## config.mk

```make
export PLATFORM = sky130hd
export DESIGN_NAME = pov_top
export DESIGN_NICKNAME = d
export VERILOG_FILES = /design/src/pov_pkg.sv /design/src/angle_tracker.sv /design/src/sphere_frame.sv /design/src/cube_frame.sv /design/src/frame_manager.sv /design/src/pov_top.sv
export SDC_FILE = /design/constraint.sdc
export NUM_CORES = 1
export LEC_CHECK = 0
export ABC_AREA = 1
export BUFFER_PORTS_ARGS = -buffer_cell sky130_fd_sc_hd__buf_4
export CORE_AREA = 2 2 122 124
export CTS_CLUSTER_SIZE = 30
export DETAILED_ROUTE_END_ITERATION = 10
export DIE_AREA = 0 0 124 126
export PLACE_DENSITY_LB_ADDON = 0.08
export SLEW_MARGIN = 5
export SYNTH_ARGS = -nofsm -noshare
export SYNTH_HDL_FRONTEND = slang
export SYNTH_SLANG_ARGS = --single-unit
```

## constraint.sdc

```tcl
create_clock -name clk_in -period 4.4 [get_ports clk_in]
set_input_delay 0.88 -clock clk_in [delete_from_list [all_inputs] [get_ports clk_in]]
set_output_delay 0.88 -clock clk_in [all_outputs]
set_load 0.01 [all_outputs]
```

## src/pov_pkg.sv

```systemverilog
`default_nettype none

package pov_pkg;

    // image geometry
    localparam int NUM_ROWS  = 16;  // rows per column
    localparam int NUM_COLS  = 16;  // image columns around the circle
    localparam int SCAN_RATE = 8;   // pairs per sweep, also face offset
    localparam int THETA_RES = 8;   // angle sensor bits
    localparam int RGB_RES   = 9;   // 3r 3g 3b, red on top

    localparam int COL_BITS  = $clog2(NUM_COLS);
    localparam int PAIR_BITS = $clog2(SCAN_RATE);

    typedef logic [THETA_RES-1:0]        theta_t;
    typedef logic [COL_BITS-1:0]         slot_t;      // top bits of theta
    typedef logic [COL_BITS-1:0]         col_idx_t;
    typedef logic [PAIR_BITS-1:0]        pair_idx_t;
    typedef logic [RGB_RES-1:0]          pixel_t;
    typedef logic [NUM_ROWS*RGB_RES-1:0] column_t;    // row 0 in low bits

    // colours shared by the pattern generators
    localparam pixel_t PIX_RED   = 9'h1c0;
    localparam pixel_t PIX_GREEN = 9'h038;
    localparam pixel_t PIX_BLUE  = 9'h007;
    localparam pixel_t PIX_WHITE = 9'h1ff;

    typedef enum logic [1:0] {
        MODE_BLANK   = 2'd0,
        MODE_SPHERE  = 2'd1,
        MODE_CUBE    = 2'd2,
        MODE_OVERLAY = 2'd3   // sphere | cube
    } mode_t;

    typedef enum logic {
        FM_IDLE  = 1'b0,      // waiting for a slot
        FM_SWEEP = 1'b1       // serving pairs on ready
    } fm_state_t;

    // one column pair for the panel, 296 bits
    typedef struct packed {
        col_idx_t col_num1;   // front face image column
        col_idx_t col_num2;   // opposite face, col_num1 + 8
        column_t  col1;
        column_t  col2;
    } col_pair_t;

endpackage

`default_nettype wire

```

## src/angle_tracker.sv

```systemverilog
`timescale 1ns/1ps
`default_nettype none

// turns the raw theta strobe into a slot change pulse
module angle_tracker
    import pov_pkg::*;
(
    input  logic   clk_in,
    input  logic   rst_in,
    input  theta_t theta,        // angle from sensor
    input  logic   theta_valid,  // one cycle strobe
    output logic   new_slot,     // pulse on slot change
    output slot_t  slot          // current angular slot
);

    slot_t theta_slot;  // slot of the incoming sample
    logic  seen_first;  // any theta since reset
    logic  slot_change;

    // top bits of theta pick the slot
    assign theta_slot = theta[THETA_RES-1 -: COL_BITS];

    // first sample always counts as a change
    assign slot_change = theta_valid && (!seen_first || (theta_slot != slot));

    // control flags
    always_ff @(posedge clk_in) begin
        if (rst_in) begin
            seen_first <= 1'b0;
            new_slot   <= 1'b0;
        end else begin
            new_slot <= slot_change;  // one cycle only
            if (theta_valid) begin
                seen_first <= 1'b1;
            end
        end
    end

    // stored slot
    always_ff @(posedge clk_in) begin
        if (rst_in) begin
            slot <= '0;
        end else if (slot_change) begin
            slot <= theta_slot;  // valid with new_slot
        end
    end

endmodule

`default_nettype wire

```

## src/sphere_frame.sv

```systemverilog
`timescale 1ns/1ps
`default_nettype none

// sphere pattern, latitude bands plus two meridians
module sphere_frame
    import pov_pkg::*;
(
    input  col_idx_t col_num1,
    input  col_idx_t col_num2,
    output column_t  col1,
    output column_t  col2
);

    // one image column of the sphere
    function automatic column_t paint_sphere(input col_idx_t c);
        column_t col;
        pixel_t  px;
        logic    meridian;
        col      = '0;
        meridian = (c == 4'd0) || (c == 4'd8);  // front and back meridian
        for (int r = 0; r < NUM_ROWS; r++) begin
            if (meridian) begin
                px = PIX_WHITE;
            end else if (r < 4) begin
                px = PIX_RED;    // north cap
            end else if (r < 12) begin
                px = PIX_GREEN;  // equator band
            end else begin
                px = PIX_BLUE;   // south cap
            end
            col[r*RGB_RES +: RGB_RES] = px;
        end
        return col;
    endfunction

    // both faces share the same painter
    always_comb begin
        col1 = paint_sphere(col_num1);
        col2 = paint_sphere(col_num2);
    end

endmodule

`default_nettype wire

```

## src/cube_frame.sv

```systemverilog
`timescale 1ns/1ps
`default_nettype none

// cube outline, top and bottom edges plus four vertical edges
module cube_frame
    import pov_pkg::*;
(
    input  col_idx_t col_num1,
    input  col_idx_t col_num2,
    output column_t  col1,
    output column_t  col2
);

    function automatic column_t paint_cube(input col_idx_t c);
        column_t col;
        logic    edge_col;
        col      = '0;
        // columns 2, 6, 10, 14 are the vertical edges
        edge_col = (c[1:0] == 2'b10);
        for (int r = 0; r < NUM_ROWS; r++) begin
            if (edge_col || r == 0 || r == NUM_ROWS-1) begin
                col[r*RGB_RES +: RGB_RES] = PIX_WHITE;
            end
            // everything else stays dark
        end
        return col;
    endfunction

    always_comb begin
        col1 = paint_cube(col_num1);
        col2 = paint_cube(col_num2);  // opposite face
    end

endmodule

`default_nettype wire

```

## src/frame_manager.sv

```systemverilog
`timescale 1ns/1ps
`default_nettype none

// sweep control, one registered column pair per ready pulse
module frame_manager
    import pov_pkg::*;
(
    input  logic      clk_in,
    input  logic      rst_in,
    input  mode_t     mode,         // sampled with ready
    input  logic      new_slot,     // pulse from tracker
    input  slot_t     slot,
    input  logic      hub75_ready,  // one cycle pulse from panel driver
    output col_idx_t  next_num1,    // to generators
    output col_idx_t  next_num2,
    input  column_t   sphere_col1,
    input  column_t   sphere_col2,
    input  column_t   cube_col1,
    input  column_t   cube_col2,
    output col_pair_t pair,
    output logic      data_valid,
    output logic      sweep_done    // with the 8th pair
);

    fm_state_t state;
    slot_t     sweep_slot;  // slot latched at sweep start
    pair_idx_t pair_cnt;    // pair k within the sweep
    logic      pend_valid;  // slot arrived mid sweep
    slot_t     pend_slot;   // latest such slot
    logic      last_pair;
    column_t   sel_col1;
    column_t   sel_col2;

    // column indices follow slot and k, wrap at 16
    assign next_num1 = col_idx_t'(sweep_slot) + col_idx_t'(pair_cnt);
    assign next_num2 = next_num1 + col_idx_t'(SCAN_RATE);  // opposite face

    assign last_pair = (pair_cnt == pair_idx_t'(SCAN_RATE-1));

    // pattern select by mode
    always_comb begin
        sel_col1 = '0;  // blank
        sel_col2 = '0;
        case (mode)
            MODE_SPHERE: begin
                sel_col1 = sphere_col1;
                sel_col2 = sphere_col2;
            end
            MODE_CUBE: begin
                sel_col1 = cube_col1;
                sel_col2 = cube_col2;
            end
            MODE_OVERLAY: begin
                sel_col1 = sphere_col1 | cube_col1;  // draw both
                sel_col2 = sphere_col2 | cube_col2;
            end
            default: ;
        endcase
    end

    // fsm and output pair
    always_ff @(posedge clk_in) begin
        if (rst_in) begin
            state      <= FM_IDLE;
            pair_cnt   <= '0;
            pend_valid <= 1'b0;
            data_valid <= 1'b0;
            sweep_done <= 1'b0;
            pair       <= '0;
        end else begin
            data_valid <= 1'b0;  // strobes last one cycle
            sweep_done <= 1'b0;
            case (state)
                FM_IDLE: begin
                    // ready ignored here
                    if (new_slot || pend_valid) begin
                        pair_cnt   <= '0;
                        pend_valid <= 1'b0;  // consumed
                        state      <= FM_SWEEP;
                    end
                end
                FM_SWEEP: begin
                    if (new_slot) begin
                        pend_valid <= 1'b1;  // hold for next sweep
                    end
                    if (hub75_ready) begin
                        pair.col_num1 <= next_num1;
                        pair.col_num2 <= next_num2;
                        pair.col1     <= sel_col1;
                        pair.col2     <= sel_col2;
                        data_valid    <= 1'b1;
                        pair_cnt      <= pair_cnt + 1'b1;
                        if (last_pair) begin
                            sweep_done <= 1'b1;
                            state      <= FM_IDLE;  // pending slot restarts next cycle
                        end
                    end
                end
                default: state <= FM_IDLE;
            endcase
        end
    end

    // slot registers
    always_ff @(posedge clk_in) begin
        if (state == FM_IDLE) begin
            if (new_slot) begin
                sweep_slot <= slot;       // fresh slot beats pending
            end else if (pend_valid) begin
                sweep_slot <= pend_slot;
            end
        end else if (new_slot) begin
            pend_slot <= slot;            // latest wins
        end
    end

endmodule

`default_nettype wire

```

## src/pov_top.sv

```systemverilog
`timescale 1ns/1ps
`default_nettype none

// pov column feeder, theta in, column pairs out
module pov_top
    import pov_pkg::*;
(
    input  logic      clk_in,
    input  logic      rst_in,
    input  theta_t    theta,
    input  logic      theta_valid,
    input  mode_t     mode,
    input  logic      hub75_ready,
    output col_pair_t pair,
    output logic      data_valid,
    output logic      sweep_done
);

    logic     new_slot;
    slot_t    slot;
    col_idx_t next_num1;
    col_idx_t next_num2;
    column_t  sphere_col1;
    column_t  sphere_col2;
    column_t  cube_col1;
    column_t  cube_col2;

    angle_tracker u_tracker (
        .clk_in      (clk_in),
        .rst_in      (rst_in),
        .theta       (theta),
        .theta_valid (theta_valid),
        .new_slot    (new_slot),
        .slot        (slot)
    );

    frame_manager u_manager (
        .clk_in      (clk_in),
        .rst_in      (rst_in),
        .mode        (mode),
        .new_slot    (new_slot),
        .slot        (slot),
        .hub75_ready (hub75_ready),
        .next_num1   (next_num1),
        .next_num2   (next_num2),
        .sphere_col1 (sphere_col1),
        .sphere_col2 (sphere_col2),
        .cube_col1   (cube_col1),
        .cube_col2   (cube_col2),
        .pair        (pair),
        .data_valid  (data_valid),
        .sweep_done  (sweep_done)
    );

    // both generators see the same pair of indices
    sphere_frame u_sphere (
        .col_num1 (next_num1),
        .col_num2 (next_num2),
        .col1     (sphere_col1),
        .col2     (sphere_col2)
    );

    cube_frame u_cube (
        .col_num1 (next_num1),
        .col_num2 (next_num2),
        .col1     (cube_col1),
        .col2     (cube_col2)
    );

endmodule

`default_nettype wire

```

==> out/metrics.cfg <==
[outcome]
run_status = completed

[yosys]
synth_area_leader_cell = buf_4
ys_warn_count = 0
yosysSeqAreaShare_pct = 19.8
synth_nets = 452
syn_avg_cell_area_um2 = 7.97
yosysTopAreaCellShare_pct = 62.5
synth-seq-cells = 30
synth_area_leaders = buf_4, dfxtp_1, edfxtp_1, nand2_1, inv_1
synth_edf_count = 8
synth_common_cells = buf_4, nand2_1, dfxtp_1
syn_inst = 432
yosysMostFrequentCell = buf_4
ys_async_sr_fraction_pct = 0
yosysUniqueCellTypes = 26
synth-main-ff-cell = dfxtp_1
synth_area_mm2 = 0.00344

[setup_path]
regToRegSetupSlack_ns = 2.65
crit_required_ns = 3.52
arrival_ns = 1.87
path_cells = buf_4, buf_4
worstPathMaxFanout = 96
endpoint_kind = output pin
crit_slowest_cell = dfxtp_4
cp_slowest_stage_delay_ns = 0.89
startpoint_type = register
crit_top_cell = buf_4
crit_type = reg -> out

[power_and_ir_drop]
combPwrFrac_pct = 37.0
p_switching_mw = 0.335
internal_power_mw = 0.730
switching_share_pct = 31.5
p_leak_nw = 2.31
seqPwrFrac_pct = 31.0
ir_worst_vdd_uv = 140
power_density_mw_per_mm2 = 268
power.share.clock_pct = 32.0

[floorplan]
io_pins = 312
placementRows = 44
die_area_mm2 = 0.0156
die_w_um = 124
coreArea_mm2 = 0.0143
dieHeight_um = 126
start_util_pct = 24.1

[place]
dp_hpwl_um = 6250
gp_congestion = 0.728
portBuffers = 307
place_ws_ns = 1.92
dpl-instance-area_mm2 = 0.00383

[grt]
grt_max_degree = 97
grt_first_pass_wirelength_um = 10300
grt_overflow_total = 0
antenna_found_initial = 0
grt_use_total_pct = 8.62
grt_pass1_vias = 1733

[timing]
fin_crit_ns = 2.75
hold_viol = 0
worst_slack_ns = 1.65
worst_pin_slew_ns = 0.858
finalSetupViolations = 0
skew_ns = 0.00670
maxSlewHeadroom_pct = 42.8
slew_viol_final = 0
post-route-period-util_pct = 62.6
finalSetupTns_ns = 0
finalHoldWorstSlack_ns = 0.475
max_clock_freq_mhz = 363
rsz0062_at_grt = false

[job]
drv_cap = 0

[layout]
areaGrowthSynthToFinish_pct = 15.3
diodes = 0
fill_cells = 1553
final_nets = 478
finalInstanceArea_mm2 = 0.00397
post-route-util_pct = 27.8
drive_gt1_share_pct = 70.8

[cts]
cts.hold.buffers_added = 0
cts_root_buffer = clkbuf_16
clkLatencyLatePin_ns = 0.28
htreeDepth = 2
clk_pin_slew_ns = 0.05
cts_resized = 0
cts_buffers = 5
post_cts_buffers = 0
clockBufferDepth = 2
clkSinkCount = 30
cts_tree = built

[detailed_routing]
routedWlPerCell_um = 12.3
dr.pass1.iters = 4
drtAntennaViolNets = 0
drcViolationCount = 0
drtIter0Drc = 62
vias_per_cell = 3.36
vias = 2159
wl_um = 7910

[worst_hold_path]
hold_class = reg -> reg

[worst max-delay path: cells and delay by family, from the launching register on]
kind / cells / cell delay, ns
buf+inv: 2 / 0.65
flops: 1 / 0.89
[worst paths after layout]
path	start	end	cells after the start
max	u_manager.pair[278]	pair[22]	2
min	u_tracker.seen_first	u_tracker.seen_first	2
max reg2reg	u_manager.pair_cnt[0]	u_manager.pair[286]	9
min reg2reg	u_tracker.seen_first	u_tracker.seen_first	2
[sequential cells by signal, summed over array words and instances (netlist names)]
register	cells
u_manager.data_valid	1
u_manager.pair	9
u_manager.pair_cnt	3
u_manager.pend_slot	4
u_manager.pend_valid	1
u_manager.state	1
u_manager.sweep_done	1
u_manager.sweep_slot	4
u_tracker.new_slot	1
u_tracker.seen_first	1
u_tracker.slot	4
[power by group through the flow]
stage	clock network [mW]	registers (mW)	logic (mW)
after CTS	0.355	0.332	0.403
after global placement	0	0.336	0.410
after global routing	0.368	0.336	0.427
after floorplan	0	0.342	0.371
after detailed placement	0	0.337	0.402
final	0.341	0.330	0.395
[cell usage in the layout (no fill, tap or decap), types with 6 or more instances in the layout]
cell      synthesis  final
buf_4           287    310
nand2_1          25     25
inv_1            20     20
dfxtp_1          22     20
nor2_1           18     18
a21oi_1          13     13
edfxtp_1          8      8
o21ai_0           7      7
nand3_1           6      6
[metrics by stage]
stage | power (mW) | instances
final | 1.07 | 643
after global placement | 0.746 | 635
after floorplan | 0.713 | 432
after detailed placement | 0.739 | 635
after global routing | 1.13 | 643
after CTS | 1.09 | 643
[metal layers]
layer	vias to the layer above	wire length, um	track usage (%)
met1	912	2820	8.87
met3	7	755	2.08
met5	-	0	0
met2	142	4280	17.0
met4	0	51	2.18
li1	1098	-	-
[cell families after synthesis]
kind of cell | count (synthesis) | synth area share (%)
AOI/OAI and AO/OA | 28 | 4.94
xor gates and xnor gates | 2 | 0.509
adders and majority gates | 6 | 2.40
buffers and inverters | 313 | 65.8
DFF | 30 | 19.8
muxes | 2 | 0.581
and+or+nand+nor | 51 | 6.03
[layout make-up]
type	count	area, um^2	share of cell area [%]
flip-flops and latches	30	686	17.3
repair buffers	310	2330	58.6
well taps	184	230	5.80
multi-input cells	89	498	12.5
clock buffers	8	146	3.69
inverters	22	85.1	2.14
(Power assumes the default switching activity.)
